**src/rtl/soc_settings.svh**
```systemverilog
// build-time constants for the debug write path; values are fixed per build, not run-time registers
`ifndef SOC_SETTINGS_SVH
`define SOC_SETTINGS_SVH

// command FIFO address width, 2^5 = 32 entries
// one slot always stays free so full and empty can be told apart
`define DBG_FIFO_AW 5

// region code, compared with address bits 31:28
`define REGION_MISC 4'h2

// flash select delay counter start value
// fsel_c is decoded from counts 5 to 3 of this countdown
`define FSEL_DELAY_START 3'd7

// key in bits 31:8 of a FLASH_SEL write that requests an FPGA reload
// low byte of that write still carries the flash select level in bit 0
`define RELOAD_KEY 24'hd0f1a5

`endif

```
**src/rtl/soc_bus_pkg.sv**
```systemverilog
// types for the debug command words and the internal 32-bit write-only bus; no read path exists
`default_nettype none

package soc_bus_pkg;

	// one address or data word on the internal bus
	typedef logic [31:0] word_t;

	// debug command word as pushed by the host
	// is_addr high loads the bus master pointer, low makes one write
	typedef struct packed {
		logic  is_addr;
		word_t value;
	} dbg_cmd_t;

	// bus writes always cover the full word, byte strobes are not carried
	// addresses advance in steps of one word
	localparam int WORD_BYTES = 4;

	// a write is a single cycle when ready answers at once
	// slaves that need wait states simply hold ready low

endpackage

`default_nettype wire

```
**src/rtl/soc_misc_pkg.sv**
```systemverilog
// misc register block types; register index comes from address bits 6:2 and only the listed indices exist
`default_nettype none

package soc_misc_pkg;

	// register indices within the misc region
	// gaps belong to registers that are not implemented here
	typedef enum logic [4:0] {
		reg_led       = 5'd0,
		reg_flash_sel = 5'd11,
		reg_genio_out = 5'd15,
		reg_genio_oe  = 5'd16,
		reg_genio_w2s = 5'd17,
		reg_genio_w2c = 5'd18
	} misc_reg_e;

	// general purpose IO, output level and output enable
	typedef logic [29:0] genio_t;

	// LED outputs, taken from the low half of a write
	typedef logic [15:0] led_t;

	// w2s and w2c act on genio_out only
	// genio_oe is always written as a whole

endpackage

`default_nettype wire

```
**src/rtl/dbg_cmd_fifo.sv**
```systemverilog
// debug command FIFO without back-pressure: the writer must never push into a full FIFO (31 usable slots)
`timescale 1ns/100ps
`default_nettype none

`include "soc_settings.svh"

module dbg_cmd_fifo (
	input  wire                    clk48m,
	input  wire                    rst,
	input  wire                    push,
	input  wire soc_bus_pkg::dbg_cmd_t push_data,
	input  wire                    pop,
	output soc_bus_pkg::dbg_cmd_t  head,
	output logic                   empty
);

	localparam int DEPTH = 1 << `DBG_FIFO_AW;

	soc_bus_pkg::dbg_cmd_t mem [0:DEPTH-1];

	logic [`DBG_FIFO_AW-1:0] wr_ptr;
	logic [`DBG_FIFO_AW-1:0] rd_ptr;
	logic [`DBG_FIFO_AW-1:0] wr_next;
	logic                    full;

	assign wr_next = wr_ptr + 1'b1;
	assign empty   = (wr_ptr == rd_ptr);
	// one slot is sacrificed so that equal pointers always mean empty
	assign full    = (wr_next == rd_ptr);
	assign head    = mem[rd_ptr];

	always_ff @(posedge clk48m) begin
		if (rst) begin
			wr_ptr <= '0;
			rd_ptr <= '0;
		end else begin
			if (push)
				wr_ptr <= wr_next;
			if (pop)
				rd_ptr <= rd_ptr + 1'b1;
		end
	end

	// storage itself needs no reset
	always_ff @(posedge clk48m) begin
		if (push)
			mem[wr_ptr] <= push_data;
	end

	// host has no way to see full, overrun would silently drop words
	a_no_push_full: assert property (@(posedge clk48m) disable iff (rst) !(push && full));
	a_no_pop_empty: assert property (@(posedge clk48m) disable iff (rst) !(pop && empty));

endmodule

`default_nettype wire

```
**src/rtl/dbg_bus_master.sv**
```systemverilog
// debug bus master: one write per data word, pointer advances by one word; hold blocks pops while the host pushes
`timescale 1ns/100ps
`default_nettype none

module dbg_bus_master (
	input  wire                    clk48m,
	input  wire                    rst,
	input  wire soc_bus_pkg::dbg_cmd_t head,
	input  wire                    empty,
	input  wire                    hold,
	input  wire                    bus_ready,
	output logic                   pop,
	output logic                   bus_valid,
	output soc_bus_pkg::word_t     bus_addr,
	output soc_bus_pkg::word_t     bus_wdata
);

	typedef enum logic {
		st_idle,
		st_write
	} state_e;

	state_e state;

	// host strobe wins, the FIFO sees either a push or a pop in a cycle
	assign pop       = (state == st_idle) && !empty && !hold;
	assign bus_valid = (state == st_write);

	// bus_addr doubles as the write pointer
	always_ff @(posedge clk48m) begin
		if (rst) begin
			state    <= st_idle;
			bus_addr <= '0;
		end else begin
			case (state)
				st_idle: begin
					if (pop) begin
						if (head.is_addr)
							bus_addr <= head.value;
						else
							state <= st_write;
					end
				end
				st_write: begin
					// write lands at this edge, move on to the next word
					if (bus_ready) begin
						bus_addr <= bus_addr + soc_bus_pkg::word_t'(soc_bus_pkg::WORD_BYTES);
						state    <= st_idle;
					end
				end
				default: state <= st_idle;
			endcase
		end
	end

	// data is only captured when a data word leaves the FIFO
	always_ff @(posedge clk48m) begin
		if (pop && !head.is_addr)
			bus_wdata <= head.value;
	end

	// slave may stall, the transfer must not change under it
	a_stable_while_wait: assert property (@(posedge clk48m) disable iff (rst)
		bus_valid && !bus_ready |=> $stable(bus_addr) && $stable(bus_wdata));

endmodule

`default_nettype wire

```
**src/rtl/misc_reg_slave.sv**
```systemverilog
// misc register slave, write only: only region 0x2 is decoded, any other region answers at once and flags a bus error
`timescale 1ns/100ps
`default_nettype none

`include "soc_settings.svh"

module misc_reg_slave (
	input  wire                     clk48m,
	input  wire                     rst,
	input  wire                     bus_valid,
	input  wire soc_bus_pkg::word_t bus_addr,
	input  wire soc_bus_pkg::word_t bus_wdata,
	output logic                    bus_ready,
	output soc_misc_pkg::led_t      led,
	output soc_misc_pkg::genio_t    genio_out,
	output soc_misc_pkg::genio_t    genio_oe,
	output logic                    fsel_d,
	output logic                    fsel_strobe,
	output logic                    reload_req,
	output logic                    irq_bus_error
);

	logic                    region_misc;
	logic                    misc_wr;
	logic                    err_wr;
	soc_misc_pkg::misc_reg_e reg_idx;
	soc_misc_pkg::genio_t    wr_genio;

	assign region_misc = (bus_addr[31:28] == `REGION_MISC);
	assign reg_idx     = soc_misc_pkg::misc_reg_e'(bus_addr[6:2]);
	assign wr_genio    = bus_wdata[29:0];

	// every region answers in the same cycle, errors included
	assign bus_ready = bus_valid;

	assign misc_wr = bus_valid && bus_ready && region_misc;
	assign err_wr  = bus_valid && bus_ready && !region_misc;

	always_ff @(posedge clk48m) begin
		if (rst) begin
			led           <= '0;
			genio_out     <= '0;
			genio_oe      <= '0;
			fsel_d        <= 1'b0;
			fsel_strobe   <= 1'b0;
			reload_req    <= 1'b0;
			irq_bus_error <= 1'b0;
		end else begin
			fsel_strobe   <= 1'b0;
			irq_bus_error <= err_wr;
			if (misc_wr) begin
				case (reg_idx)
					soc_misc_pkg::reg_led: led <= bus_wdata[15:0];
					soc_misc_pkg::reg_genio_out: genio_out <= wr_genio;
					soc_misc_pkg::reg_genio_oe: genio_oe <= wr_genio;
					soc_misc_pkg::reg_genio_w2s: genio_out <= genio_out | wr_genio;
					soc_misc_pkg::reg_genio_w2c: genio_out <= genio_out & ~wr_genio;
					soc_misc_pkg::reg_flash_sel: begin
						fsel_d      <= bus_wdata[0];
						fsel_strobe <= 1'b1;
						// keyed write arms the reload, nothing but reset disarms it
						if (bus_wdata[31:8] == `RELOAD_KEY)
							reload_req <= 1'b1;
					end
					// unimplemented indices are dropped
					default: ;
				endcase
			end
		end
	end

	// master needs a pop cycle between writes, so strobes never touch
	a_strobe_single: assert property (@(posedge clk48m) disable iff (rst)
		fsel_strobe |=> !fsel_strobe);

	// error interrupt is a single pulse per error write
	a_irq_single: assert property (@(posedge clk48m) disable iff (rst)
		irq_bus_error |=> !irq_bus_error);

endmodule

`default_nettype wire

```
**src/rtl/flash_reload_timer.sv**
```systemverilog
// flash select timer: fsel_c pulses 3 cycles after each strobe, programn stays low after a keyed reload until reset
`timescale 1ns/100ps
`default_nettype none

`include "soc_settings.svh"

module flash_reload_timer (
	input  wire  clk48m,
	input  wire  rst,
	input  wire  fsel_strobe,
	input  wire  reload_req,
	output logic fsel_c,
	output logic programn
);

	logic [2:0] fsel_delay;
	logic       fpga_reload;

	// clock the select flop in the middle of the countdown
	// so fsel_d has settled well before and after the edge
	assign fsel_c = (fsel_delay == 3'd5) || (fsel_delay == 3'd4) || (fsel_delay == 3'd3);

	// programn is active low
	assign programn = ~fpga_reload;

	always_ff @(posedge clk48m) begin
		if (rst) begin
			fsel_delay  <= '0;
			fpga_reload <= 1'b0;
		end else begin
			if (fsel_strobe) begin
				fsel_delay <= `FSEL_DELAY_START;
			end else if (fsel_delay != 3'd0) begin
				fsel_delay <= fsel_delay - 3'd1;
				// reload only once the new flash select is latched
				if (fsel_delay == 3'd1 && reload_req)
					fpga_reload <= 1'b1;
			end
		end
	end

	a_fsel_c_counting: assert property (@(posedge clk48m) disable iff (rst)
		fsel_c |-> fsel_delay != 3'd0);

endmodule

`default_nettype wire

```
**src/rtl/dbg_soc_top.sv**
```systemverilog
// debug write path top: host strobes must not overrun the 31-word command FIFO, no flow control is returned
`timescale 1ns/100ps
`default_nettype none

module dbg_soc_top (
	input  wire                     clk48m,
	input  wire                     rst,
	input  wire soc_bus_pkg::word_t dbgreg_in,
	input  wire                     dbgreg_sel,
	input  wire                     dbgreg_strobe,
	output soc_misc_pkg::led_t      led,
	output soc_misc_pkg::genio_t    genio_out,
	output soc_misc_pkg::genio_t    genio_oe,
	output logic                    fsel_d,
	output logic                    fsel_c,
	output logic                    programn,
	output logic                    irq_bus_error
);

	soc_bus_pkg::dbg_cmd_t fifo_in;
	soc_bus_pkg::dbg_cmd_t fifo_head;
	logic                  fifo_empty;
	logic                  fifo_pop;
	logic                  bus_valid;
	logic                  bus_ready;
	soc_bus_pkg::word_t    bus_addr;
	soc_bus_pkg::word_t    bus_wdata;
	logic                  fsel_strobe;
	logic                  reload_req;

	// sel marks the word as an address
	assign fifo_in = '{is_addr: dbgreg_sel, value: dbgreg_in};

	dbg_cmd_fifo u_fifo (
		.clk48m    (clk48m),
		.rst       (rst),
		.push      (dbgreg_strobe),
		.push_data (fifo_in),
		.pop       (fifo_pop),
		.head      (fifo_head),
		.empty     (fifo_empty)
	);

	dbg_bus_master u_master (
		.clk48m    (clk48m),
		.rst       (rst),
		.head      (fifo_head),
		.empty     (fifo_empty),
		.hold      (dbgreg_strobe),
		.bus_ready (bus_ready),
		.pop       (fifo_pop),
		.bus_valid (bus_valid),
		.bus_addr  (bus_addr),
		.bus_wdata (bus_wdata)
	);

	misc_reg_slave u_misc (
		.clk48m        (clk48m),
		.rst           (rst),
		.bus_valid     (bus_valid),
		.bus_addr      (bus_addr),
		.bus_wdata     (bus_wdata),
		.bus_ready     (bus_ready),
		.led           (led),
		.genio_out     (genio_out),
		.genio_oe      (genio_oe),
		.fsel_d        (fsel_d),
		.fsel_strobe   (fsel_strobe),
		.reload_req    (reload_req),
		.irq_bus_error (irq_bus_error)
	);

	flash_reload_timer u_timer (
		.clk48m      (clk48m),
		.rst         (rst),
		.fsel_strobe (fsel_strobe),
		.reload_req  (reload_req),
		.fsel_c      (fsel_c),
		.programn    (programn)
	);

endmodule

`default_nettype wire

```
**config.mk**
```make
export PLATFORM = sky130hd
export DESIGN_NAME = dbg_soc_top
export DESIGN_NICKNAME = d
export VERILOG_FILES = /design/src/rtl/soc_bus_pkg.sv /design/src/rtl/soc_misc_pkg.sv /design/src/rtl/dbg_cmd_fifo.sv /design/src/rtl/dbg_bus_master.sv /design/src/rtl/misc_reg_slave.sv /design/src/rtl/flash_reload_timer.sv /design/src/rtl/dbg_soc_top.sv
export VERILOG_INCLUDE_DIRS = /design/src /design/src/rtl
export SDC_FILE = /design/constraint.sdc
export NUM_CORES = 1
export LEC_CHECK = 0
export BUFFER_PORTS_ARGS = -buffer_cell sky130_fd_sc_hd__buf_2
export CAP_MARGIN = 20
export CORE_MARGIN = 2
export CORE_UTILIZATION = 42
export DETAILED_ROUTE_END_ITERATION = 6
export PLACE_DENSITY = 0.65
export SLEW_MARGIN = 20
export SYNTH_ARGS = -nofsm -noshare
export SYNTH_HDL_FRONTEND = slang
export SYNTH_HIERARCHICAL = 1
export SYNTH_SLANG_ARGS = --single-unit
```
**constraint.sdc**
```tcl
create_clock -name clk48m -period 13.7 [get_ports clk48m]
set_input_delay 1.37 -clock clk48m [delete_from_list [all_inputs] [get_ports clk48m]]
set_output_delay 1.37 -clock clk48m [all_outputs]
set_load 0.05 [all_outputs]
```
==> results.md <==
Clock network:
- The clock insertion delay at the later pin of the skew report is 0.72 ns.
- The number of CTS-inserted buffers is 120.
- The TritonCTS clock tree is done.
- The number of levels the H-tree was split into is 3.
- The clock transition at the registers of the reported paths is 0.06 ns.
- In this run the deepest clock path goes through 3 buffers.
- Once the clock tree was built, the resizer swapped 0 gates to a different size.
- The number of hold buffers added after CTS is 0.
- The CTS sink count is 1218.
- The cell sitting at the root of the clock tree is a sky130_fd_sc_hd__clkbuf_16.
- Post-CTS timing repair inserted 0 buffers for setup.

Worst setup path:
- The largest fanout on the critical path is 55.
- The kind of critical path is flip-flop to flip-flop.
- The critical path data arrival time is 5.26 ns.
- For the worst setup path, the data required time is 14.27 ns.
- The critical-path cell with the highest stage delay is sky130_fd_sc_hd__dfxtp_4.
- STA classifies the critical path startpoint as a flip-flop.
- In this design, the critical path's most frequently occurring cell is sky130_fd_sc_hd__buf_4.
- The kind of capture point of the worst setup path is a flip-flop.
- The maximum single-stage delay on the critical path is 0.95 ns.
- The critical path goes through buf_4 > mux2i_1 > a22o_1 > nor3_1 > a31oi_1 > nand3_1 > nor4b_4 > buf_4 > a21oi_2 > buf_4 > a21oi_1 > o22ai_1 > nor2_1.

Flow run:
- Max-cap violations in this run came to 0.

Global routing:
- The number of global-route vias before repair is 26400.
- The combined global-route utilization of all metal layers is 20.0%.
- The number of antenna violations at the first check in global routing was 14.
- For this run the aggregate overflow at the end of global routing stands at 0.
- The first global-routing pass estimated 176 mm of wire.
- The maximum number of pins on one net before global-route repair is 117.

STA:
- The worst setup margin is 9.01 ns.
- Setup repair after global routing left no endpoint under its margin.
- The final clock skew is 0.0392 ns.
- The max-slew violation total from the final report was 0.
- The worst max-slew margin expressed relative to the limit is 26.9%.
- Adding up every negative setup slack in the final design gives 0 ns.
- The pin slew with the least headroom to its limit is 1.10 ns.
- The maximum achievable frequency is 213 MHz.
- After layout, the worst path uses 34.3% of the clock period.
- The worst hold slack is 0.449 ns.
- The total setup violations reported at the end of the flow is 0.
- The clock period could shrink to 4.69 ns.
- The final hold violation count is 0.

Final layout:
- Leaving out fill and tap cells, the most frequent cells in the layout are sky130_fd_sc_hd__edfxtp_1, sky130_fd_sc_hd__mux2i_1, sky130_fd_sc_hd__nand2_1, sky130_fd_sc_hd__a21oi_1, sky130_fd_sc_hd__dfxtp_1.
- The finished layout holds 4793 standard cells, fillers aside.
- From synthesis to final layout, the design area changed by 12.3%.
- The fraction of final layout cells with drive strength greater than 1 is 12.3%.
- The number of fill cells in the layout is 9661.
- The most frequent standard cell in the layout excluding fill and tap cells is sky130_fd_sc_hd__edfxtp_1.
- At the end of the flow, the number of nets in the layout was 3226.

Die:
- The vertical extent of the die is 344 µm.
- The die is 344 µm wide.
- The total number of placement rows is 124.
- In this run the standard cell core region covers 115000 µm².
- The area enclosed by the die boundary is 118000 µm².
- The number of top-level pins is 116.
- The starting density of the core is 42.4%.

Synth:
- The post-synthesis net count is 3113.
- Synthesis handed over a netlist of 3067 instances.
- For this run, the number of Yosys warnings is 6.
- In this run the cell area of the synthesized design comes to 48500 µm².
- The mean area per synthesized cell is 15.8 µm².

Place:
- The number of port buffers is 115.
- The final estimated routing congestion in global placement is 0.806.
- Once detailed placement completed, the half-perimeter wirelength came to 65.8 mm.
- Prior to clock tree synthesis, the placed netlist has a worst setup slack of 9.06 ns.
- In this run, placement finished with an instance count of 4570.

Detailed routing:
- The average wire per standard cell is 25.0 µm.
- The number of routed nets with antenna violations is 0.
- The violation count after the first detailed-route iteration is 2570.
- The total number of vias is 27200.
- After detailed routing, the number of remaining DRC violations is 0.
- The number of vias per cell is 5.68.
- The routed wire length is 120 mm.
- The first detailed-routing pass took 6 iterations.

Power and ir drop:
- The power density of the placed cells is 151 nW/µm².
- The highest ir drop seen on vdd is 0.0977 mV.
- Power comes to 8.21 mW.
- The leakage power summed over all cells is 16.9 nW.

Min path:
- The classification of the worst-slack hold path is flip-flop to flip-flop.

Status:
- The run finished with clean final reports.
[state kept, by name, indices dropped and copies added, names as in the netlist, 3 cells and up, named ones only]
name,cells
u_misc/genio_out,30
u_fifo/rd_ptr,5
u_master/bus_addr,30
u_timer/fsel_delay,3
u_fifo/mem,1056
u_misc/led,16
u_misc/genio_oe,30
u_master/bus_wdata,32
u_fifo/wr_ptr,5
[path summary, 6_finish.rpt]
check,slack (ns),cells after the start,from,end
setup / recovery,9.01,13,flip-flop,u_master/bus_addr[6]
setup reg to reg,9.01,13,flip-flop,u_master/bus_addr[6]
hold / removal,0.45,2,u_misc/led[3],u_misc/led[3]
hold reg to reg,0.45,2,u_misc/led[3],u_misc/led[3]
[area by class of cell]
cell class	instances	area [µm²]	area share, %
diodes	1	2.50	0.00459
clock buffers	163	3220	5.92
clock inverters	59	577	1.06
inverters	19	71.3	0.131
multi-input cells	1646	12400	22.7
flip-flops and latches	1218	35300	64.8
well taps	1512	1890	3.47
repair buffers	175	1080	1.98
[metal layers]
metal	share of wire, %	vias up	global-route usage, %	wire (µm)
li1	-	12200	-	-
met5	0.082	-	0	98
met4	2.4	16	5.81	2840
met2	47	1064	31.6	56000
met3	8.7	205	4.68	10400
met1	42	13800	27.7	50400
[power by group]
| part | internal [mW] | switching, mW | total [mW] | leakage [nW] |
|---|---|---|---|---|
| clock | 1.83 | 1.35 | 3.18 | 1.84 |
| combinational | 0.289 | 0.560 | 0.849 | 4.19 |
| sequential | 4.11 | 0.0722 | 4.19 | 10.9 |
[through the flow]
step / utilization [%] / cell area (µm²)
3_3_place_gp: 44.3 / 50700
4_1_cts: 47.6 / 54500
3_5_place_dp: 44.3 / 50700
6_report: 47.6 / 54500
5_1_grt: 47.6 / 54500
2_1_floorplan: - / 48500
[worst max-delay path, delay by kind of cell, from the launching register on]
family | cells | cell delay, ns
AOI/OAI and AO/OA | 5 | 1.10
buffers and inverters | 3 | 1.43
DFF | 1 | 0.95
muxes | 1 | 0.29
and+or+nand+nor | 4 | 0.73
Note: power is estimated with default switching activity, not from simulation.
